`src/source/iagc_pkg.sv`:
```
package iagc_pkg;

    localparam int ADC_W    = 14;   // Width of one ADC channel.
    localparam int SAMPLE_W = 16;   // Stored width of one channel after sign extension.
    localparam int BYTE_W   = 8;    // Width of the command and transmit streams.
    localparam int DECIM_W  = 4;

    // Values loaded by reset.
    localparam logic [DECIM_W-1:0] DEF_DECIMATOR = 4'd3;
    localparam logic [3:0]         DEF_SIZE_CODE = 4'd2;

    // One stored memory word. The reference channel sits in the upper half.
    typedef struct packed {
        logic [SAMPLE_W-1:0] ref_sample;
        logic [SAMPLE_W-1:0] err_sample;
    } sample_pair_t;

    // Opcode in the upper nibble of a command byte.
    typedef enum logic [3:0] {
        CMD_NOP           = 4'd0,
        CMD_SET_DECIMATOR = 4'd1,
        CMD_SET_SIZE      = 4'd2,
        CMD_CLEAN         = 4'd3,
        CMD_CAPTURE       = 4'd4,
        CMD_DUMP          = 4'd5
    } opcode_e;

    typedef enum logic [1:0] {
        ST_IDLE    = 2'd0,
        ST_CLEAN   = 2'd1,
        ST_CAPTURE = 2'd2
    } status_e;

endpackage

```
`src/source/sample_decimator.sv`:
```
module sample_decimator (
    input  logic                          i_clock,
    input  logic                          i_arst_n,
    input  logic                          i_enable,
    input  logic                          i_gate,
    input  logic [iagc_pkg::DECIM_W-1:0]  i_decimator,
    output logic                          o_strobe
);
    import iagc_pkg::*;

    logic [DECIM_W-1:0] count;

    always_ff @(posedge i_clock or negedge i_arst_n) begin
        if (!i_arst_n) begin
            count    <= '0;
            o_strobe <= 1'b0;
        end else if (!i_enable) begin
            count    <= '0;                 // Every capture starts from a fresh count.
            o_strobe <= 1'b0;
        end else if (i_gate) begin
            if (count == i_decimator) begin
                count    <= '0;
                o_strobe <= 1'b1;
            end else begin
                count    <= count + 1'b1;
                o_strobe <= 1'b0;
            end
        end else begin
            o_strobe <= 1'b0;               // Gate low holds the count.
        end
    end

endmodule

```
`config.mk`:
```
export PLATFORM = sky130hd
export DESIGN_NAME = sample_decimator
export DESIGN_NICKNAME = d
export VERILOG_FILES = /design/src/source/iagc_pkg.sv /design/src/source/sample_decimator.sv
export SDC_FILE = /design/constraint.sdc
export NUM_CORES = 1
export LEC_CHECK = 0
export BUFFER_PORTS_ARGS = -buffer_cell sky130_fd_sc_hd__buf_4
export CAP_MARGIN = 10
export CORE_AREA = 5 5 42 44
export DETAILED_ROUTE_END_ITERATION = 10
export DIE_AREA = 0 0 47 49
export PLACE_DENSITY = 0.44
export SLEW_MARGIN = 0
export SYNTH_ARGS = -nofsm -noshare
export SYNTH_HDL_FRONTEND = slang
export SYNTH_SLANG_ARGS = --single-unit
```
`constraint.sdc`:
```
create_clock -name i_clock -period 3.41 [get_ports i_clock]
set_input_delay 0.341 -clock i_clock [delete_from_list [all_inputs] [get_ports i_clock]]
set_output_delay 0.341 -clock i_clock [all_outputs]
set_load 0.005 [all_outputs]
```
# --- Yosys cells after proc, flatten, opt, wreduce, memory -nomap -nowiden ---
# Index checks and enable logic that the tools add are counted.
totals:
  word_cells: 11
  input_bits: 8
  ff_bits: 5
classes:
  addsub: 1
  n_eq_ne: 2
  mux: 6
op_table:
  columns: ["op", "n"]
  rows:
  - ["$mux W4", 3]
  - ["$add A4 B1 Y4 const B", 1]
  - ["$eq A4 B4 Y1", 1]
  - ["$mux W1", 3]
  - ["$ne A2 B1 Y1 const B", 1]

# --- Logic depth before layout (Yosys ltp) ---
depth:
  word_depth: 4
  ltp_mapped: 4
  ltp_nobuf: 4

# --- Least setup slack after synthesis ---
# Ideal clock, no wire load.
synth_timing:
  path_kind: "reg2reg"
  from: "register count[1]"
  to: "register count[0]"
  path_stages_with_launch: 4
  setup_slack_ps: 2204
  setup_time_ps: 138
  path_buffers: 0
  synth_period_minus_slack_ps: 1206
  arrival_time_ps: 1068
  path_cell_list: "dfrtp_1 > xor2_1 > nor4_2 > o22ai_1"
synth_via:
  elab_chain_cells: 4
synth_lines:
  columns: ["item", "line_no", "source"]
  rows:
  - ["start: declaration", "sample_decimator.sv:11", "logic [DECIM_W-1:0] count;"]
  - ["start signal: assignment", "sample_decimator.sv:25", "count <= count + 1'b1;"]
  - ["$eq A4 B4 Y1", "sample_decimator.sv:21", "if (count == i_decimator) begin"]
  - ["$mux W4", "sample_decimator.sv:21", null]
  - ["$mux W4", "sample_decimator.sv:20", "end else if (i_gate) begin"]
  - ["$mux W4", "sample_decimator.sv:17", "end else if (!i_enable) begin"]
# No other way between the ends. The select of a mux whose other input is x is not followed.
# A chain may end at the register's enable or synchronous reset.

# --- Final worst setup path ---
layout_timing:
  from: "register count[0]"
  to: "register count[0]"
layout_via:
  elab_chain_cells: 4
  word_cells_on_any_way: 5
  classes_between: "add/sub: 1; eq/ne: 1; mux: 3"
layout_lines:
  columns: ["item", "line_no"]
  rows:
  - ["$add A4 B1 Y4 or $eq A4 B4 Y1 (tied branches)", "sample_decimator.sv:25, sample_decimator.sv:21"]
  - ["$mux W4 *", "sample_decimator.sv:21"]
  - ["$mux W4 *", "sample_decimator.sv:20"]
  - ["$mux W4 *", "sample_decimator.sv:17"]
# Mark *: on every way between the ends. The rest lies on a longest branch, timed or not. The select of a mux whose other input is x is not followed.

==> results.json <==
{
  "core_mm2": 0.001401,
  "tns_ps": 0,
  "grtUsageTotal_pct": 6.369,
  "comb_power_share_pct": 13.6,
  "synth_fp_nets": 37,
  "wl_per_cell_um": 10.18,
  "std_cell_rows": 14,
  "utilization_pct": 28.13,
  "post-place-ws_ps": 1992,
  "crit_arrival_ps": 1470,
  "syn_area_per_cell_um2": 10.05,
  "grt_overflow": 0,
  "post_cts_buffers": 0,
  "final_area_um2": 394.1,
  "post_drt_via_cell_ratio": 4.429,
  "max_stage_delay_ps": 470,
  "grt_max_degree": 12,
  "final-hold-violation-count": 0,
  "vias": 248,
  "clockBufferDepth": 2,
  "synth-seq-area-share_pct": 44.44,
  "ant_nets": 0,
  "grt_pass1_vias": 232,
  "netlist_area_um2": 281.5,
  "rsz0062_at_grt": "no",
  "wl_um": 570,
  "cts-resized-gates": 0,
  "drive_above_1_share_pct": 30.00,
  "critPathMaxFanout": 5,
  "worst_slew_pin_slew_ps": 470.9,
  "clkPwrFrac_pct": 44.8,
  "fin_crit_ps": 1366,
  "drtPass1Iterations": 4,
  "dieArea_mm2": 0.002303,
  "status": "finished clean",
  "htreeDepth": 1,
  "crit_required_ps": 3520,
  "cts_buffers": 3,
  "slowest_stage": "nor4_2",
  "internal-power_w": 0.0001176,
  "grt_pass1_wl_um": 1014,
  "cp_num_buf_inv": 0,
  "path_cells": "xor2_1 > nor4_2 > o22ai_1",
  "grt-busiest-layer": "met1",
  "cts_root_buf": "clkbuf_4",
  "p_total_w": 0.0001553,
  "cts_tree": "built",
  "fin_ws_ps": 2044,
  "end_kind": "flip-flop",
  "switching_share_pct": 24.30,
  "synth_cells": 28,
  "gr-usage-met1_pct": 8.036,
  "fmax_mhz": 732.3,
  "max_slew_margin_pct": 68.35,
  "max_cap_violations": 0,
  "post-route-period-util_pct": 40.05,
  "io_pins": 9,
  "fp.dieH_um": 49,
  "io_buffers": 8,
  "drt_iter0_drc": 11,
  "cts_num_sinks": 5,
  "clk_latency_ps": 240,
  "grt_use_met2_pct": 7.919,
  "antenna_found_initial": 0,
  "drc": 0,
  "worstSetupPathType": "flip-flop to flip-flop",
  "slew_violations": 0,
  "crit_family": "simple AND/OR/NAND/NOR gates",
  "power.switching_w": 0.00003774,
  "nets": 50,
  "yosysUniqueCellTypes": 15,
  "die_x_um": 47,
  "use_met3_pct": 2.583,
  "clock_skew_ps": 0.8673,
  "placed_cell_area_um2": 357.8,
  "clk_pin_slew_ps": 50,
  "start_util_pct": 20.09,
  "max-vdd-ir-drop_v": 0.0001035,
  "powerDensity_mw_per_mm2": 394.2,
  "yosys_warnings": 0,
  "detailed_place_hpwl_um": 436.3,
  "critPathLaunchType": "flip-flop",
  "gp_congestion": 0.6999,
  "syn_to_final_growth_pct": 40.00,
  "fillCellCount": 165,
  "hp-class": "input pin to flip-flop",
  "synth.ff_latch_count": 5,
  "antenna_cells": 0,
  "leakage_nw": 0.1974,
  "setup_viol": 0,
  "p_seq_share_pct": 41.7
}
[cells by family (layout without fill, tap and decap cells)]
family / count (synthesis) / in the layout / synth area share (%)
fa+ha+maj: 1 / 1 / 4.444
buf+inv: 1 / 13 / 1.332
mux: 1 / 1 / 3.556
flops: 5 / 5 / 44.44
compound gates: 6 / 6 / 13.33
simple gates: 10 / 10 / 20.45
xor+xnor: 4 / 4 / 12.44
[timing repair]
action,4_1_cts,5_1_grt
setup endpoints to repair,0,0
hold buffers,1,0
endpoints found under the hold margin,5,0
[sequential cells by signal, indices dropped and copies added (netlist names)]
name / cells
count: 4
o_strobe: 1
[through the flow]
stage                     hold WS, ps  cells
after floorplan                 45.41     28
after global placement          146.1     51
after detailed placement        146.2     51
after CTS                       344.2     56
after global routing            349.5     56
final                           348.2     56
[power by group through the flow]
stage	combinational, W	clock, W	sequential, W
CTS	0.0000215	0.0000717	0.0000647
floorplan	0.0000104	0	0.0000650
finish	0.0000211	0.0000695	0.0000648
global placement	0.0000203	0	0.0000657
detailed placement	0.0000206	0	0.0000656
global route	0.0000238	0.0000817	0.0000653
[final cells by class]
cell class,instances,area [um2],area share [%]
sequential,5,125.1,31.75
multi-input combinational,22,152.6,38.73
tap,16,20.02,5.079
clock buffer,4,26.28,6.667
timing repair buffer,9,70.07,17.78
[placed cells by master (no fill, tap or decap)]
master	Yosys	routed
clkbuf_4	0	3
nand3_1	4	4
o21ai_0	1	1
o22ai_1	2	2
a21oi_1	1	1
nor4_2	1	1
and3_1	1	1
xor2_1	4	4
a211oi_1	1	1
ha_1	1	1
buf_4	0	8
nand2_1	3	3
nand3b_1	1	1
dlygate4sd3_1	0	1
a21o_1	1	1
mux2i_1	1	1
clkbuf_1	1	1
dfrtp_1	5	5
[cell usage after synthesis]
| cell type | number | share of area [%] |
|---|---|---|
| nand3b_1 | 1 | 2.7 |
| a21oi_1 | 1 | 1.8 |
| a211oi_1 | 1 | 2.7 |
| o22ai_1 | 2 | 4.4 |
| nor4_2 | 1 | 4.4 |
| and3_1 | 1 | 2.2 |
| a21o_1 | 1 | 2.7 |
| nand2_1 | 3 | 4.0 |
| mux2i_1 | 1 | 3.6 |
| o21ai_0 | 1 | 1.8 |
| dfrtp_1 | 5 | 44 |
| xor2_1 | 4 | 12 |
| ha_1 | 1 | 4.4 |
| nand3_1 | 4 | 7.1 |
| clkbuf_1 | 1 | 1.3 |
[routing by layer]
metal	wire length (um)	part of all wire, %
met1	273	48
met2	254	45
met3	42	7.4
met4	0	0
met5	0	0
[worst paths after layout]
| path | from | endpoint | slack (ps) | cells after the start |
|---|---|---|---|---|
| worst max-delay path | count[0] | count[0] | 2040 | 3 |
| worst min-delay path | i_gate | count[2] | 350 | 2 |
| worst max register to register | count[0] | count[0] | 2040 | 3 |
| worst min register to register | count[1] | count[1] | 590 | 2 |
| max in group asynchronous | i_arst_n | count[3] | 2870 | 2 |
| min in group asynchronous | i_arst_n | count[1] | 440 | 2 |
(Power assumes the default switching activity.)
