## src/source/iagc_pkg.sv

```systemverilog
package iagc_pkg;

    localparam int ADC_W    = 14;   // Width of one ADC channel.
    localparam int SAMPLE_W = 16;   // Stored width of one channel after sign extension.
    localparam int BYTE_W   = 8;    // Width of the command and transmit streams.
    localparam int DECIM_W  = 4;

    // Values loaded by reset.
    localparam logic [DECIM_W-1:0] DEF_DECIMATOR = 4'd3;
    localparam logic [3:0]         DEF_SIZE_CODE = 4'd2;

    // One stored memory word. The reference channel sits in the upper half.
    typedef struct packed {
        logic [SAMPLE_W-1:0] ref_sample;
        logic [SAMPLE_W-1:0] err_sample;
    } sample_pair_t;

    // Opcode in the upper nibble of a command byte.
    typedef enum logic [3:0] {
        CMD_NOP           = 4'd0,
        CMD_SET_DECIMATOR = 4'd1,
        CMD_SET_SIZE      = 4'd2,
        CMD_CLEAN         = 4'd3,
        CMD_CAPTURE       = 4'd4,
        CMD_DUMP          = 4'd5
    } opcode_e;

    typedef enum logic [1:0] {
        ST_IDLE    = 2'd0,
        ST_CLEAN   = 2'd1,
        ST_CAPTURE = 2'd2
    } status_e;

endpackage

```

## src/source/mem_port_if.sv

```systemverilog
interface mem_port_if #(
    parameter int ADDR_W = 10
);
    import iagc_pkg::*;

    logic              req;
    logic              we;
    logic [ADDR_W-1:0] addr;
    sample_pair_t      wdata;
    logic              gnt;
    logic              rdata_valid;     // Marks rdata one cycle after a read grant.
    sample_pair_t      rdata;           // RAM output, shared by every port.

    modport requester (
        output req, we, addr, wdata,
        input  gnt, rdata_valid, rdata
    );

    modport arbiter (
        input  req, we, addr, wdata,
        output gnt, rdata_valid, rdata
    );

endinterface

```

## src/source/dump_unit.sv

```systemverilog
module dump_unit #(
    parameter int MEM_DEPTH = 1024,
    parameter int ADDR_W    = $clog2(MEM_DEPTH)
) (
    input  logic                         i_clock,
    input  logic                         i_arst_n,
    input  logic                         i_start,
    input  logic [ADDR_W:0]              i_dump_len,
    output logic                         o_busy,
    output logic [iagc_pkg::BYTE_W-1:0]  o_tx_data,
    output logic                         o_tx_valid,
    input  logic                         i_tx_ready,
    mem_port_if.requester                dump_port
);
    import iagc_pkg::*;

    localparam int WORD_W     = $bits(sample_pair_t);
    localparam int WORD_BYTES = WORD_W / BYTE_W;
    localparam int CNT_W      = $clog2(WORD_BYTES) + 1;

    logic [ADDR_W:0]   word_cnt;     // Words requested so far.
    logic [ADDR_W:0]   len_q;
    logic              pending;      // A read was granted and its data is due.
    logic [CNT_W-1:0]  bytes_left;
    logic [WORD_W-1:0] shift_buf;
    logic              tx_take;

    assign o_tx_valid = (bytes_left != '0);
    assign o_tx_data  = shift_buf[WORD_W-1 -: BYTE_W];  // Most significant byte first.
    assign tx_take    = o_tx_valid && i_tx_ready;

    // The next word is fetched only once the buffer has drained.
    assign dump_port.req   = o_busy && !pending && !o_tx_valid && (word_cnt < len_q);
    assign dump_port.we    = 1'b0;
    assign dump_port.addr  = word_cnt[ADDR_W-1:0];
    assign dump_port.wdata = '0;

    always_ff @(posedge i_clock or negedge i_arst_n) begin
        if (!i_arst_n) begin
            o_busy     <= 1'b0;
            word_cnt   <= '0;
            len_q      <= '0;
            pending    <= 1'b0;
            bytes_left <= '0;
        end else begin
            if (i_start && !o_busy) begin
                o_busy   <= 1'b1;
                word_cnt <= '0;
                len_q    <= i_dump_len;
            end
            if (dump_port.req && dump_port.gnt) begin
                pending  <= 1'b1;
                word_cnt <= word_cnt + 1'b1;
            end
            if (dump_port.rdata_valid) begin
                pending    <= 1'b0;
                bytes_left <= CNT_W'(WORD_BYTES);
            end else if (tx_take) begin
                bytes_left <= bytes_left - 1'b1;
                if (bytes_left == CNT_W'(1) && word_cnt == len_q) begin
                    o_busy <= 1'b0;                 // Last byte of the last word.
                end
            end
        end
    end

    always_ff @(posedge i_clock) begin
        if (dump_port.rdata_valid) begin
            shift_buf <= dump_port.rdata;
        end else if (tx_take) begin
            shift_buf <= shift_buf << BYTE_W;
        end
    end

endmodule

```

## src/flat_wrapper.sv

```systemverilog
// flat-port wrapper written by rule: the top's interface ports become plain ports
module dump_unit_flat import iagc_pkg::*;
#(
    parameter int MEM_DEPTH = 1024,
    parameter int ADDR_W    = $clog2(MEM_DEPTH)
)
  (i_clock, i_arst_n, i_start, i_dump_len, o_busy, o_tx_data, o_tx_valid, i_tx_ready, dump_port_req, dump_port_we, dump_port_addr, dump_port_wdata, dump_port_gnt, dump_port_rdata_valid, dump_port_rdata);
  mem_port_if #(.ADDR_W(ADDR_W)) dump_port_i ();
  input  logic i_clock;
  input  logic i_arst_n;
  input  logic i_start;
  input  logic [ADDR_W:0] i_dump_len;
  output logic o_busy;
  output logic [iagc_pkg::BYTE_W-1:0] o_tx_data;
  output logic o_tx_valid;
  input  logic i_tx_ready;
  output wire logic [$bits(dump_port_i.req)-1:0] dump_port_req;
  output wire logic [$bits(dump_port_i.we)-1:0] dump_port_we;
  output wire logic [$bits(dump_port_i.addr)-1:0] dump_port_addr;
  output wire logic [$bits(dump_port_i.wdata)-1:0] dump_port_wdata;
  input wire logic [$bits(dump_port_i.gnt)-1:0] dump_port_gnt;
  input wire logic [$bits(dump_port_i.rdata_valid)-1:0] dump_port_rdata_valid;
  input wire logic [$bits(dump_port_i.rdata)-1:0] dump_port_rdata;
  assign dump_port_req = dump_port_i.req;
  assign dump_port_we = dump_port_i.we;
  assign dump_port_addr = dump_port_i.addr;
  assign dump_port_wdata = dump_port_i.wdata;
  assign dump_port_i.gnt = dump_port_gnt;
  assign dump_port_i.rdata_valid = dump_port_rdata_valid;
  assign dump_port_i.rdata = dump_port_rdata;
  dump_unit #(.MEM_DEPTH(MEM_DEPTH), .ADDR_W(ADDR_W)) u_core (.i_clock(i_clock), .i_arst_n(i_arst_n), .i_start(i_start), .i_dump_len(i_dump_len), .o_busy(o_busy), .o_tx_data(o_tx_data), .o_tx_valid(o_tx_valid), .i_tx_ready(i_tx_ready), .dump_port(dump_port_i));
endmodule
```

## config.mk

```make
export PLATFORM = sky130hd
export DESIGN_NAME = dump_unit_flat
export DESIGN_NICKNAME = d
export VERILOG_FILES = /design/src/source/iagc_pkg.sv /design/src/source/mem_port_if.sv /design/src/source/dump_unit.sv /design/src/flat_wrapper.sv
export SDC_FILE = /design/constraint.sdc
export NUM_CORES = 1
export LEC_CHECK = 0
export ABC_CLOCK_PERIOD_IN_PS = 4600
export BUFFER_PORTS_ARGS = -buffer_cell sky130_fd_sc_hd__buf_2
export CAP_MARGIN = 20
export CORE_ASPECT_RATIO = 1.1
export CORE_UTILIZATION = 55
export CTS_BUF_LIST = sky130_fd_sc_hd__clkbuf_8 sky130_fd_sc_hd__clkbuf_16
export DETAILED_ROUTE_END_ITERATION = 10
export GPL_ROUTABILITY_DRIVEN = 1
export PLACE_DENSITY = 0.82
export SLEW_MARGIN = 0
export SYNTH_ARGS = -nofsm -noshare
export SYNTH_HDL_FRONTEND = slang
export SYNTH_SLANG_ARGS = --single-unit
```

## constraint.sdc

```tcl
create_clock -name i_clock -period 4.6 [get_ports i_clock]
set_clock_uncertainty 0.15 [all_clocks]
set_input_delay 0.23 -clock i_clock [delete_from_list [all_inputs] [get_ports i_clock]]
set_output_delay 0.23 -clock i_clock [all_outputs]
set_load 0.01 [all_outputs]
```

# Yosys cells after proc, flatten, opt, wreduce, memory -nomap -nowiden
# Index checks and enable logic that the tools add are counted.
# W data, S select, Z words.
# totals
register_bits,59
in_bits,49
out_inout_bits,54
wordCells,37
# classes
add_sub_neg,2
n_lt_le_gt_ge,1
n_eq_ne,2
n_mux,12
n_reduce_logical,14
# ops
op,n
$mux W32,2
$mux W11,2
$add A11 B1 Y11 const B,1
$eq A11 B11 Y1,1
$lt A11 B11 Y1,1
$logic_and A1 B1 Y1,7
$mux W1,6
$mux W3,2
$reduce_bool A2 Y1,3
$eq A3 B1 Y1 const B,1
$logic_not A1 Y1,3
$reduce_bool A3 Y1,1
$sub A3 B1 Y3 const B,1

# Longest topological paths before layout
# depth
depth_word,7
depth_mapped,8
depth_no_buf,8

# Least setup slack after synthesis
# Ideal clock, no wire load.
# synth_path
path_type,flip-flop to flip-flop
start,reg u_core.bytes_left[0]
end,reg u_core.shift_buf[0] (enable)
setup_time_ns,0.394
arrival_ns,1.759
required_ns,4.056
setup_slack_ns,2.297
path_stages_with_launch,7
n_path_buf,0
period_less_slack_ns,2.303
path_cell_list,dfrtp_1 -> inv_1 -> ha_1 -> nor2b_2 -> inv_1 -> nand2_1 -> nand2b_1
# synth_via
elab_chain_len,3
# synth_lines
item,line,text
start: declaration,dump_unit.sv:24,logic [CNT_W-1:0] bytes_left;
start signal: assignment,dump_unit.sv:57,bytes_left <= CNT_W'(WORD_BYTES);
start signal: assignment,dump_unit.sv:59,bytes_left <= bytes_left - 1'b1;
$reduce_bool A3 Y1,dump_unit.sv:28,assign o_tx_valid = (bytes_left != '0);
named net o_tx_valid,flat_wrapper.sv:15,output logic o_tx_valid;
$logic_and A1 B1 Y1,dump_unit.sv:30,assign tx_take = o_tx_valid && i_tx_ready;
$reduce_bool A2 Y1 (no line),n/a,
end signal: assignment,dump_unit.sv:69,shift_buf <= dump_port.rdata;
end signal: assignment,dump_unit.sv:71,shift_buf <= shift_buf << BYTE_W;
end: declaration,dump_unit.sv:25,logic [WORD_W-1:0] shift_buf;
# The timed path passes the listed nets, and every way through them passes these cells.
# A chain may end at the register's enable or synchronous reset.

# Worst setup path in the final report
# layout_path
start,reg u_core.word_cnt[8]
end,reg u_core.word_cnt[1]
# layout_via
elab_chain_len,4
elab_cells_between_ends,5
cone_classes,order compare: 1; mux: 1; reduce/logical: 3
# layout_lines
item,line,text
start: declaration,dump_unit.sv:21,logic [ADDR_W:0] word_cnt;
start signal: assignment,dump_unit.sv:53,word_cnt <= word_cnt + 1'b1;
$lt A11 B11 Y1 (*),dump_unit.sv:33,assign dump_port.req = o_busy && !pending && !o_tx_valid && (word_cnt < len_q);
$logic_and A1 B1 Y1 (*),dump_unit.sv:33,
$logic_and A1 B1 Y1 (*),dump_unit.sv:51,if (dump_port.req && dump_port.gnt) begin
$mux W11 or $reduce_bool A2 Y1 (tied branches),n/a,
# Mark *: on every way between the ends. The rest lies on a longest branch, timed or not.

==> impl_metrics.json <==
{
  "status": "completed",
  "ant_nets": 0,
  "startpoint": "u_core.word_cnt[8]$_DFFE_PN0P_",
  "post_cts_buffers": 0,
  "clk_latency_ns": 0.34,
  "initial_core_util_pct": 57.0,
  "cts_made_buffers": 9,
  "die_h_um": 82.9,
  "htreeDepth": 3,
  "rsz0062_at_grt": "false",
  "syn_area_per_cell_um2": 11.1,
  "crit_fanout": 11,
  "place_area_um2": 3440,
  "syn_inst": 295,
  "cp_data_arrival_time_ns": 2.66,
  "synth_cell_type_count": 41,
  "power_uw": 1600,
  "hold_viol_final": 0,
  "overflow": 0,
  "fmax_mhz": 386,
  "worst_pin_slew_ns": 0.863,
  "yosys_warnings": 0,
  "ios": 103,
  "num_rows": 29,
  "async_flop_share_pct": 45.8,
  "ir_worst_vdd_v": 0.000250,
  "fin_crit_ns": 2.59,
  "dieArea_um2": 6260,
  "die_width_um": 75.5,
  "drv_cap": 0,
  "post-route-period-util_pct": 56.2,
  "grtUsageTotal_pct": 20.4,
  "crit_type": "reg2reg",
  "place.gp.congestion": 0.837,
  "slew_headroom_pct": 42.3,
  "setup_viol": 0,
  "drive_gt1_share_pct": 32.3,
  "power_density_nw_per_um2": 427,
  "grt_pass1_vias": 2067,
  "cts.path.max_buffers": 2,
  "io_buffers": 69,
  "finalMaxSlewViolations": 0,
  "synth.ff_latch_count": 59,
  "tns_ns": 0,
  "synth-main-ff-cell": "edfxtp_1",
  "grt_max_degree": 39,
  "wire_per_inst_um": 13.1,
  "num_antenna_cells": 0,
  "core-area_um2": 5730,
  "synth_area_um2": 3270,
  "drc": 0,
  "fin_util_pct": 65.5,
  "layout.cells.non_filler": 445,
  "stdcell_area_um2": 3760,
  "num-nets-final": 427,
  "drt-total-wl_mm": 5.84,
  "ys_seq_area_share_pct": 50.1,
  "clk_pin_slew_worst_paths_ns": 0.07,
  "leakage_uw": 0.00172,
  "cts_tree": "built",
  "first_iter_violations": 157,
  "syn2layout_area_growth_pct": 14.9,
  "reg2reg_from": "u_core.word_cnt[8]$_DFFE_PN0P_",
  "vias_per_cell": 5.02,
  "required_ns": 4.68,
  "hold_path_class": "in2reg",
  "synth_edf_count": 32,
  "cts-root-buf": "clkbuf_8",
  "dr.pass1.iters": 6,
  "detailed_place_hpwl_mm": 4.07,
  "dpl.cell_count": 417,
  "vias": 2235,
  "clock-sinks": 59,
  "layout_common_cells": "69 x buf_2, 33 x conb_1, 32 x edfxtp_1",
  "hp-start": "i_start",
  "layout_commonest_cell": "buf_2",
  "antenna_found_initial": 0,
  "grt_pass1_wl_mm": 9.51,
  "start_kind": "flop",
  "worstSetupEndpointType": "flop"
}
## final cells by class
cell class	instances	area [µm²]
Clock buffer	9	124
Clock inverter	7	76.3
Sequential cell	59	1640
Fill cell	457	1980
Timing Repair Buffer	84	488
Multi-Input combinational cell	185	1250
Inverter	24	90.1
Tap cell	77	96.3
## state kept, by name (all words and copies together) (netlist names)
| signal | flops |
|---|---|
| u_core.pending | 1 |
| u_core.shift_buf | 32 |
| u_core.o_busy | 1 |
| u_core.word_cnt | 11 |
| u_core.bytes_left | 3 |
| u_core.len_q | 11 |
## worst paths after layout
kind | end | slack (ns) | cells after the start
hold reg to reg | u_core.pending$_DFFE_PN0P_ | 0.36 | 2
hold / removal | u_core.o_busy$_DFF_PN0_ | 0.03 | 3
setup / recovery | u_core.word_cnt[1]$_DFFE_PN0P_ | 2.01 | 6
max in group asynchronous | u_core.len_q[1]$_DFFE_PN0P_ | 3.60 | 2
setup reg to reg | u_core.word_cnt[1]$_DFFE_PN0P_ | 2.01 | 6
min in group asynchronous | u_core.len_q[5]$_DFFE_PN0P_ | 0.29 | 2
## Yosys cell counts, types with 4 or more instances
cell | n | area (µm²)
o221ai_1 | 5 | 43.8
nand3_1 | 6 | 30.0
nand4_1 | 4 | 25.0
edfxtp_1 | 32 | 961
o21ai_0 | 18 | 90.1
dfrtp_1 | 27 | 676
ha_1 | 15 | 188
a31oi_1 | 4 | 25.0
mux2_2 | 25 | 282
nor2_1 | 11 | 41.3
clkbuf_1 | 5 | 18.8
and3_1 | 4 | 25.0
buf_4 | 51 | 383
inv_1 | 24 | 90.1
a21oi_1 | 5 | 25.0
o211ai_1 | 4 | 30.0
nand2_1 | 15 | 56.3
and2_1 | 9 | 56.3
## metal layers
layer,GRT usage [%],vias to the layer above,share of wire (%)
met5,0,-,0
met4,6.57,0,1.2
met3,6.07,6,6.5
met2,32.1,90,50
met1,26.7,1049,43
li1,-,1090,-
## cells by family after synthesis
group,synth area share (%)
buffers and inverters,15.5
and+or+nand+nor,10.3
AOI/OAI and AO/OA,9.45
other,0.115
muxes,8.61
DFF,50.1
xor gates and xnor gates,0.268
adders and majority gates,5.74
## repair_timing
item,in CTS,in global routing
hold buffers,12,0
gates resized for setup,0,0
hold endpoints to repair,38,0
## power by group
part / internal, µW / switching [µW] / total [µW]
Clock: 252 / 220 / 472
Sequential: 657 / 81.3 / 738
Combinational: 178 / 216 / 394
Total: 1090 / 517 / 1600
## per-stage QoR
| stage | setup slack [ns] | hold WS [ns] |
|---|---|---|
| after detailed placement | 2.03 | 0.125 |
| final | 2.01 | 0.0299 |
| after floorplan | 2.30 | -0.216 |
| after global placement | 2.08 | 0.120 |
| after global routing | 1.86 | 0.0265 |
| after CTS | 2.03 | 0.0160 |
## critical path, stage by stage, from the launching register on
cell and delay (ns):
dfrtp_1 0.43, ha_1 0.32, a21o_1 0.18, a21o_1 0.20, a21boi_1 0.70, nand2_2 0.22, a31o_1 0.27
(Power assumes the default switching activity.)
