==> src/source/iagc_pkg.sv <==
package iagc_pkg;

    localparam int ADC_W    = 14;   // Width of one ADC channel.
    localparam int SAMPLE_W = 16;   // Stored width of one channel after sign extension.
    localparam int BYTE_W   = 8;    // Width of the command and transmit streams.
    localparam int DECIM_W  = 4;

    // Values loaded by reset.
    localparam logic [DECIM_W-1:0] DEF_DECIMATOR = 4'd3;
    localparam logic [3:0]         DEF_SIZE_CODE = 4'd2;

    // One stored memory word. The reference channel sits in the upper half.
    typedef struct packed {
        logic [SAMPLE_W-1:0] ref_sample;
        logic [SAMPLE_W-1:0] err_sample;
    } sample_pair_t;

    // Opcode in the upper nibble of a command byte.
    typedef enum logic [3:0] {
        CMD_NOP           = 4'd0,
        CMD_SET_DECIMATOR = 4'd1,
        CMD_SET_SIZE      = 4'd2,
        CMD_CLEAN         = 4'd3,
        CMD_CAPTURE       = 4'd4,
        CMD_DUMP          = 4'd5
    } opcode_e;

    typedef enum logic [1:0] {
        ST_IDLE    = 2'd0,
        ST_CLEAN   = 2'd1,
        ST_CAPTURE = 2'd2
    } status_e;

endpackage

==> src/source/mem_port_if.sv <==
interface mem_port_if #(
    parameter int ADDR_W = 10
);
    import iagc_pkg::*;

    logic              req;
    logic              we;
    logic [ADDR_W-1:0] addr;
    sample_pair_t      wdata;
    logic              gnt;
    logic              rdata_valid;     // Marks rdata one cycle after a read grant.
    sample_pair_t      rdata;           // RAM output, shared by every port.

    modport requester (
        output req, we, addr, wdata,
        input  gnt, rdata_valid, rdata
    );

    modport arbiter (
        input  req, we, addr, wdata,
        output gnt, rdata_valid, rdata
    );

endinterface

==> src/source/capture_sampler.sv <==
module capture_sampler #(
    parameter int MEM_DEPTH = 1024,
    parameter int ADDR_W    = $clog2(MEM_DEPTH)
) (
    input  logic                         i_clock,
    input  logic                         i_arst_n,
    input  logic                         i_start,
    input  logic                         i_strobe,
    input  logic [iagc_pkg::ADC_W-1:0]   i_adc_ref,
    input  logic [iagc_pkg::ADC_W-1:0]   i_adc_err,
    input  logic [ADDR_W:0]              i_capture_len,
    output logic                         o_end,
    mem_port_if.requester                samp_port
);
    import iagc_pkg::*;

    logic              active;
    logic              take;
    logic              req_q;
    logic [ADDR_W:0]   taken;       // Strobes accepted in this capture.
    logic [ADDR_W-1:0] addr_q;
    sample_pair_t      pair_in;
    sample_pair_t      pair_q;

    assign pair_in.ref_sample = {{(SAMPLE_W - ADC_W){i_adc_ref[ADC_W-1]}}, i_adc_ref};
    assign pair_in.err_sample = {{(SAMPLE_W - ADC_W){i_adc_err[ADC_W-1]}}, i_adc_err};

    // Strobes past the capture length are ignored.
    assign take = active && i_strobe && (taken < i_capture_len);

    assign samp_port.req   = req_q;
    assign samp_port.we    = 1'b1;
    assign samp_port.addr  = addr_q;
    assign samp_port.wdata = pair_q;

    always_ff @(posedge i_clock or negedge i_arst_n) begin
        if (!i_arst_n) begin
            active <= 1'b0;
            taken  <= '0;
            req_q  <= 1'b0;
            o_end  <= 1'b0;
        end else begin
            o_end <= 1'b0;
            if (i_start) begin
                active <= 1'b1;
                taken  <= '0;
                req_q  <= 1'b0;
            end else begin
                if (take) begin
                    req_q <= 1'b1;
                    taken <= taken + 1'b1;
                end else if (samp_port.gnt) begin
                    req_q <= 1'b0;
                end
                // The grant of the last word closes the capture.
                if (req_q && samp_port.gnt && taken == i_capture_len) begin
                    active <= 1'b0;
                    o_end  <= 1'b1;
                end
            end
        end
    end

    always_ff @(posedge i_clock) begin
        if (take) begin
            addr_q <= taken[ADDR_W-1:0];
            pair_q <= pair_in;
        end
    end

endmodule

==> src/flat_wrapper.sv <==
// flat-port wrapper written by rule: the top's interface ports become plain ports
module capture_sampler_flat import iagc_pkg::*;
#(
    parameter int MEM_DEPTH = 1024,
    parameter int ADDR_W    = $clog2(MEM_DEPTH)
)
  (i_clock, i_arst_n, i_start, i_strobe, i_adc_ref, i_adc_err, i_capture_len, o_end, samp_port_req, samp_port_we, samp_port_addr, samp_port_wdata, samp_port_gnt, samp_port_rdata_valid, samp_port_rdata);
  mem_port_if #(.ADDR_W(ADDR_W)) samp_port_i ();
  input  logic i_clock;
  input  logic i_arst_n;
  input  logic i_start;
  input  logic i_strobe;
  input  logic [iagc_pkg::ADC_W-1:0] i_adc_ref;
  input  logic [iagc_pkg::ADC_W-1:0] i_adc_err;
  input  logic [ADDR_W:0] i_capture_len;
  output logic o_end;
  output wire logic [$bits(samp_port_i.req)-1:0] samp_port_req;
  output wire logic [$bits(samp_port_i.we)-1:0] samp_port_we;
  output wire logic [$bits(samp_port_i.addr)-1:0] samp_port_addr;
  output wire logic [$bits(samp_port_i.wdata)-1:0] samp_port_wdata;
  input wire logic [$bits(samp_port_i.gnt)-1:0] samp_port_gnt;
  input wire logic [$bits(samp_port_i.rdata_valid)-1:0] samp_port_rdata_valid;
  input wire logic [$bits(samp_port_i.rdata)-1:0] samp_port_rdata;
  assign samp_port_req = samp_port_i.req;
  assign samp_port_we = samp_port_i.we;
  assign samp_port_addr = samp_port_i.addr;
  assign samp_port_wdata = samp_port_i.wdata;
  assign samp_port_i.gnt = samp_port_gnt;
  assign samp_port_i.rdata_valid = samp_port_rdata_valid;
  assign samp_port_i.rdata = samp_port_rdata;
  capture_sampler #(.MEM_DEPTH(MEM_DEPTH), .ADDR_W(ADDR_W)) u_core (.i_clock(i_clock), .i_arst_n(i_arst_n), .i_start(i_start), .i_strobe(i_strobe), .i_adc_ref(i_adc_ref), .i_adc_err(i_adc_err), .i_capture_len(i_capture_len), .o_end(o_end), .samp_port(samp_port_i));
endmodule
==> config.mk <==
export PLATFORM = sky130hd
export DESIGN_NAME = capture_sampler_flat
export DESIGN_NICKNAME = d
export VERILOG_FILES = /design/src/source/iagc_pkg.sv /design/src/source/mem_port_if.sv /design/src/source/capture_sampler.sv /design/src/flat_wrapper.sv
export SDC_FILE = /design/constraint.sdc
export NUM_CORES = 1
export LEC_CHECK = 0
export ABC_AREA = 0
export CAP_MARGIN = 25
export CORE_UTILIZATION = 55
export CTS_CLUSTER_DIAMETER = 150
export DETAILED_ROUTE_END_ITERATION = 8
export DONT_BUFFER_PORTS = 1
export HOLD_SLACK_MARGIN = 0.1
export PLACE_DENSITY = 0.66
export SLEW_MARGIN = 20
export SYNTH_ARGS = -nofsm -noshare
export SYNTH_HDL_FRONTEND = slang
export SYNTH_SLANG_ARGS = --single-unit
==> constraint.sdc <==
create_clock -name i_clock -period 4.5 [get_ports i_clock]
set_input_delay 0.9 -clock i_clock [delete_from_list [all_inputs] [get_ports i_clock]]
set_output_delay 0.9 -clock i_clock [all_outputs]
set_load 0.05 [all_outputs]
**Yosys cells after proc, flatten, opt, wreduce, memory -nomap -nowiden**

Index checks and enable logic that the tools add are counted.
Widths: inputs -> output; s select.

- Add/subtract/negate cells: 1
- Magnitude comparators: 1
- Equality and inequality tests: 1
- Multiplexer cells: 9
- Reduce and logical (&&, ||, !) cells: 7

Operators with widths:

| kind | number |
|---|---|
| $mux 11 | 2 |
| $add 11x1->11 const B | 1 |
| $eq 11x11->1 | 1 |
| $lt 11x11->1 | 1 |
| $mux 1 | 7 |
| $logic_and 1x1->1 | 4 |
| $reduce_bool 2->1 | 2 |
| $reduce_bool 3->1 | 1 |

- Bits in registers: 52
- Input port bits: 77
- Output and inout port bits: 45
- Logic and storage cells: 26

**Longest topological paths before layout**

Gate-level depths: netlist of the first run.

- Depth after elaboration: 4
- Mapped depth: 8
- Mapped depth without buffers: 7

**Worst setup path before layout of the first run**

No wires, ideal clock.

- Path type: input-to-reg
- From: input i_capture_len[4]
- To: register u_core.taken[0]
- Library setup time: 126 ps
- Arrival: 3920 ps
- Data required time: 4374 ps
- Path slack: 454 ps
- Stages: 7
- Path buffers: 0
- Cell sequence: inv_1 > ha_1 > a211o_1 > a21oi_1 > a21oi_2 > nor2_1 > mux2_2

- Cells in the longest elaborated chain, start to end: 3

Ends and longest elaborated chain:

| what | line | RTL |
|---|---|---|
| start, declared | flat_wrapper.sv:15 | `input logic [ADDR_W:0] i_capture_len;` |
| $lt 11x11->1 | capture_sampler.sv:29 | `assign take = active && i_strobe && (taken < i_capture_len);` |
| $logic_and 1x1->1 | capture_sampler.sv:29 |  |
| via u_core.take | capture_sampler.sv:18 | `logic take;` |
| $reduce_bool 2->1 (no line) | n/a |  |
| end signal, assigned | capture_sampler.sv:51 | `taken <= taken + 1'b1;` |
| end, declared | capture_sampler.sv:20 | `logic [ADDR_W:0] taken;` |

The timed path passes the listed nets, and every way through them passes these cells.
A chain may end at the register's enable or synchronous reset.

**Worst setup path after layout of the first run**

- From: input i_capture_len[4]
- To: register u_core.addr_q[9], in the netlist u_core.samp_port.addr[9] (enable)

- Cells in the longest elaborated chain, start to end: 2

Ends and longest elaborated chain:

| what | line | RTL |
|---|---|---|
| $lt 11x11->1 | capture_sampler.sv:29 |  |
| $logic_and 1x1->1 | capture_sampler.sv:29 |  |
| via u_core.take | capture_sampler.sv:18 |  |
| end signal, assigned | capture_sampler.sv:66 | `addr_q <= taken[ADDR_W-1:0];` |
| end, declared | capture_sampler.sv:21 | `logic [ADDR_W-1:0] addr_q;` |

The timed path passes the listed nets, and every way through them passes these cells.

==> run metrics, run 1 <==
Leak=0.905 nW; Mapped Area=between 0.002 and 0.0025 mm2; Max IR drop VDD=approximately 0.00021 V; share of the synthesized area in the top cell type=~52%; Initial Util=between 50 and 60%; cts hold-fix bufs=0; Critical Path, Cell by Cell=inv_1 -> ha_1 -> a211o_1 -> a21oi_1 -> a21oi_2 -> nor2_4 -> buf_4; Worst path slowest cell=nor2_4; CP Buf/Inv Count=2; Resized cells post-CTS=0; f_max=between 300 and 400 MHz; total of max-cap violations=0; max-slew violation count=0; CTS Buffer Depth=2; worst relative slew slack=a little over two fifths; CP required=between 4 and 5 ns; # setup viols final=0; Crit Reg-Reg Startpoint=u_core.taken[4]$_DFFE_PN0P_; CTS Root Cell=clkbuf_8; synthesized flop and latch total=52; min Tclk post-route=~3.0 ns; CP Data Arrival Time=~3 ns; core area=about 0.0037 mm2; unrepaired setup endpoints after global routing=false; outcome=finished clean; IO buf count=0; clock-pin slew on the worst setup and hold paths=0.09 ns; die area=around 0.0042 mm2; clk_skew=0.00537 ns; Die X=around 65 um; Setup Buffers After CTS=0; Final GP Congestion=0.817; reg2reg path depth=6; number of global-route vias before repair=roughly 1.2k; Synth area leaders=edfxtp_1 (52%), dfrtp_1 (16%), ha_1 (6.9%), o31ai_1 (2.4%), or4_1 (2.4%); CP Max Fanout=26; R2R Path End=u_core.samp_port.addr[9]$_DFFE_PP_; TritonCTS clock tree=yes; Critical Path Source Type=primary input; final antenna-violating net count=0; post-synthesis cell type count=37; num rows=22; largest net degree at the start of global routing=27; total track usage=a little under a fifth; Post-Syn Instances=153; worst slew pin tran=between 0.8 and 0.9 ns; Tot Pwr=between 0.9 and 1 mW; DPL Wire Length=~2.7 mm; WP depth=7; Congestion Overflow GR=0; YS warnings=0; WL per Instance=between 15 and 20 um; top-count cell post-synth=edfxtp_1; Mapped Nets=roughly 240; Most used DFF post-synth=edfxtp_1; CP Class=in2reg; CP peak stage delay=around 0.63 ns; most frequent cells after synthesis=edfxtp_1 (38), dfrtp_1 (14), inv_1 (13); final period utilization=about two thirds; Top Family by Delay on Critical Path=compound AO/OA/AOI/OAI gates; total number of vias=approximately 1.2k; Async SR Flop Fraction=a little over a quarter; htree depth=2; # diodes=0; Die Y=around 65 um; Synth area leader=edfxtp_1; I/O Pins=approximately 120; worst min path class=in2async; Layout area overhead=6.60%; # DRC=0; EDFF count, synth=38; routed wire length=roughly 3.7 mm; pwr dens=a little over 400 mW/mm2; Hold Vio Cnt, Final=0; Worst Setup SP=i_capture_len[4]; crit path capture type=register; initial antenna violation count=0; Via density=5.97; worst setup path endpoint=u_core.samp_port.addr[9]$_DFFE_PP_; setup tns final=0 ns; First-pass DRT Iterations=4; fraction of the yosys area taken by sequential cells=between 60% and 70%; share of cells above drive strength 1=10.9%; mean post-synth cell area=approximately 14 um2; Worst R2R Setup Slack=between 1.5 and 2 ns; CTS buffer count=5; clk sinks=52; Final Hold Slack=roughly 0.28 ns; # nets final=about 240; first-pass GRT wire length=5.75 mm; latest clock arrival within the worst-skew pair=0.30 ns; DRT iter0 DRCs=100
[power breakdown]
part | internal [mW] | total, mW | switching (mW)
combinational | 0.0116 | 0.0392 | 0.0276
clock | 0.165 | 0.312 | 0.147
sequential | 0.540 | 0.614 | 0.0744
[registers in the layout, summed over array words and instances, names as in the netlist]
register,cells
u_core.active,1
u_core.o_end,1
u_core.samp_port.addr,10
u_core.samp_port.req,1
u_core.samp_port.wdata,28
u_core.taken,11
[per-stage QoR]
stage / worst slack (ns) / utilization [%] / cell area, um2 / std cells
after floorplan: 0.454 / - / 2180 / 153
after global placement: 1.27 / 59.1 / 2210 / 196
after detailed placement: 1.20 / 59.1 / 2210 / 196
after CTS: 1.53 / 62.1 / 2320 / 204
after global routing: 1.39 / 62.1 / 2320 / 204
final: 1.54 / 62.1 / 2320 / 204
[final cells by class]
cell class | instances | area [um2]
Sequential cell | 52 | 1490
Fill cell | 300 | 1420
Multi-Input combinational cell | 80 | 589
Clock buffer | 5 | 68.8
Tap cell | 48 | 60.1
Inverter | 13 | 48.8
Clock inverter | 3 | 42.5
Timing Repair Buffer | 3 | 22.5
[how the worst min path moves through the flow]
stage	startpoint	to	slack [ns]	depth (start not counted)
2_1_floorplan	u_core.active$_DFFE_PN0P_	u_core.active$_DFFE_PN0P_	0.45	2
3_3_place_gp	u_core.active$_DFFE_PN0P_	u_core.active$_DFFE_PN0P_	0.48	2
3_5_place_dp	u_core.active$_DFFE_PN0P_	u_core.active$_DFFE_PN0P_	0.50	2
4_1_cts	i_arst_n	u_core.taken[3]$_DFFE_PN0P_	0.27	0
5_1_grt	i_arst_n	u_core.taken[3]$_DFFE_PN0P_	0.26	0
6_report	i_arst_n	u_core.taken[3]$_DFFE_PN0P_	0.28	0
[metal layers]
| layer | share of wire, % | vias to the layer above | GRT usage (%) | routed length (um) |
|---|---|---|---|---|
| met5 | 0 | - | 0 | 0 |
| met4 | 1.4 | 0 | 8.06 | 53 |
| met3 | 7.6 | 6 | 6.69 | 284 |
| met2 | 49 | 61 | 29.7 | 1840 |
| met1 | 42 | 581 | 23.5 | 1570 |
| li1 | - | 570 | - | - |
[cell usage in the layout (no fill, tap or decap), drive strengths merged, types with 2 or more instances in the layout]
cell / Yosys / final
o31ai: 7 / 7
buf: 7 / 3
o21ai: 3 / 3
inv: 13 / 13
nand4: 2 / 2
nand2b: 2 / 2
nor2: 6 / 6
mux2: 2 / 2
edfxtp: 38 / 38
clkinv: 0 / 2
nor2b: 2 / 2
or3: 3 / 3
or4: 7 / 7
dfrtp: 14 / 14
nand2: 5 / 5
ha: 12 / 12
nand3: 4 / 4
clkbuf: 1 / 5
a21oi: 11 / 11
[kinds of logic (layout without fill, tap and decap cells)]
logic type / Yosys count / in the layout / synth area share, %
other cells: 1 / 1 / 0.172
mux: 3 / 3 / 1.49
simple gates: 38 / 38 / 10.4
flops: 52 / 52 / 68.4
buf+inv: 21 / 24 / 4.88
fa+ha+maj: 12 / 12 / 6.89
compound gates: 26 / 26 / 7.75
No activity file was read; power rests on OpenSTA's default activity.
==> inputs of run 2 (changes only) <==
- clock period: 4.5 -> 3.1 ns (I/O delays scaled with it)
==> run 2 against run 1 <==
Compared with the run above: hold slack gained 0.095 ns; count of clock-buffer cells in the layout grew 1; core utilization grew 0.067 points; sequential cell count is the same; register-to-register slack lost 1.0 ns; non-clock buffer count grew 2; critical path type is now reg2reg.
==> run metrics, run 2 (same netlist as run 1, synthesis figures left out) <==
# setup viols final=0 (unchanged); CTS Root Cell=clkbuf_8 (unchanged); DRT iter0 DRCs=103 (was 100); commonest non-fill, non-tap cell in the layout=edfxtp_1 (unchanged); clk_skew=0.00512 ns (was 0.00537 ns); max-slew violation count=0 (unchanged); worst min path class=in2reg (was in2async); number of global-route vias before repair=1115 (was 1163); Resized cells post-CTS=0 (unchanged); initial antenna violation count=0 (unchanged); Leak=0.902 nW (was 0.905 nW); fillers=295 (was 300); unrepaired setup endpoints after global routing=false (unchanged); final worst setup slack=0.654 ns (was 1.54 ns); # diodes=0 (unchanged); Die Y=65.0 um (unchanged); Layout area overhead=6.72% (was 6.60%); CP Data Arrival Time=2.46 ns (was 2.96 ns); CP required=3.11 ns (was 4.50 ns); pwr dens=565 mW/mm2 (was 416 mW/mm2); CP Class=reg2reg (was in2reg); Hold Vio Cnt, Final=0 (unchanged); Initial Util=58.2% (unchanged); total track usage=19.1% (was 18.9%); latest clock arrival within the worst-skew pair=0.30 ns (about the same); Non-Filler Instances=206 (was 204); TritonCTS clock tree=yes (unchanged); DPL Wire Length=2.68 mm (was 2.72 mm); min Tclk post-route=about 2.4 ns; largest net degree at the start of global routing=22 (was 27); core area=0.00374 mm2 (unchanged); IO buf count=0 (unchanged); most frequent cells in the layout=edfxtp_1 (38), dfrtp_1 (14), inv_1 (13) (unchanged); Tot Pwr=1.31 mW (was 0.966 mW); setup tns final=0 ns (unchanged); I/O Pins=122 (unchanged); final period utilization=about four fifths; first-pass GRT wire length=5.76 mm (was 5.75 mm); number of flip-flops in the largest register=28 (unchanged); worst relative slew slack=42.4% (was 42.8%); Final GP Congestion=0.797 (was 0.817); htree depth=2 (unchanged); clock-pin slew on the worst setup and hold paths=0.09 ns (about the same); share of cells above drive strength 1=10.8% (was 10.9%); # nets final=246 (was 244); Die X=65.0 um (unchanged); CTS Buffer Depth=2 (unchanged); CP Max Fanout=21 (was 26); total number of vias=1224 (was 1218); total of max-cap violations=0 (unchanged); # DRC=0 (unchanged); Max IR drop VDD=0.000219 V (was 0.000207 V); f_max=slightly above 400 MHz; outcome=finished clean (unchanged); clk sinks=52 (unchanged); First-pass DRT Iterations=4 (unchanged); Critical Path Source Type=register (was primary input); worst slew pin tran=0.858 ns (was 0.852 ns); routed wire length=3.78 mm (was 3.75 mm); Setup Buffers After CTS=0 (unchanged); crit path capture type=register (unchanged); CTS buffer count=5 (unchanged); die area=0.00422 mm2 (unchanged); Placed Cells=197 (was 196); cts hold-fix bufs=1 (was 0); Via density=5.94 (was 5.97); final antenna-violating net count=0 (unchanged); num rows=22 (unchanged); pre-CTS setup slack=0.454 ns (was 1.20 ns); WL per Instance=18.3 um (was 18.4 um); Congestion Overflow GR=0 (unchanged)
run 2: changes by cell type in the layout (fill, tap and decap cells not counted):
cell / delta
bufinv_16: -1
clkinv_4: -1
dlygate4sd3_1: +1
clkbuf_1: +1
clkinvlp_4: +1
buf_12: +1
run 2: path summary, 6_finish.rpt:
kind / start / cells past startpoint / to / slack, ns
worst max-delay path: u_core.taken[4]$_DFFE_PN0P_ / 6 / u_core.samp_port.wdata[8]$_DFFE_PP_ / 0.65
worst min-delay path: i_start / 1 / u_core.taken[3]$_DFFE_PN0P_ / 0.37
worst max register to register: u_core.taken[4]$_DFFE_PN0P_ / 6 / u_core.samp_port.wdata[8]$_DFFE_PP_ / 0.65
worst min register to register: u_core.active$_DFFE_PN0P_ / 2 / u_core.active$_DFFE_PN0P_ / 0.51
max in group asynchronous: i_arst_n / 1 / u_core.o_end$_DFF_PN0_ / 1.88
min in group asynchronous: i_arst_n / 1 / u_core.taken[1]$_DFFE_PN0P_ / 0.79
run 2: worst max-delay path, cell delays in order, from the launching register on:
cell,delay (ns)
dfrtp_1,0.46
ha_1,0.33
a211o_1,0.27
a21oi_1,0.21
a21oi_2,0.11
nor2_4,0.53
buf_12,0.25
run 2: area by class of cell:
cell class,instances,area (um2),area share [%]
clock buffers,6,72.6,3.12
clock inverters,2,11.3,0.484
inverters,13,48.8,2.10
multi-input cells,80,589,25.3
flip-flops and latches,52,1490,64.1
well taps,48,60.1,2.58
repair buffers,5,52.6,2.26
run 2: power breakdown:
group	internal, mW	leakage (nW)	switching [mW]
sequential	0.784	0.565	0.108
clock	0.157	0.0388	0.203
combinational	0.0193	0.298	0.0443
run 2: per-layer routing:
metal	global-route usage [%]	wire, um	share of wire, %	vias to the layer above
li1	-	-	-	575
met1	26.0	1710	45	592
met2	27.3	1770	47	51
met3	7.92	243	6.4	6
met4	7.22	44	1.2	0
met5	0	0	0	-
run 2: through the flow:
step | cell area (um2) | utilization [%] | hold WS [ns]
after floorplan | 2180 | - | 0.324
after global placement | 2230 | 59.6 | 0.325
after detailed placement | 2230 | 59.6 | 0.325
after CTS | 2330 | 62.1 | 0.367
after global routing | 2330 | 62.1 | 0.348
final | 2330 | 62.1 | 0.372
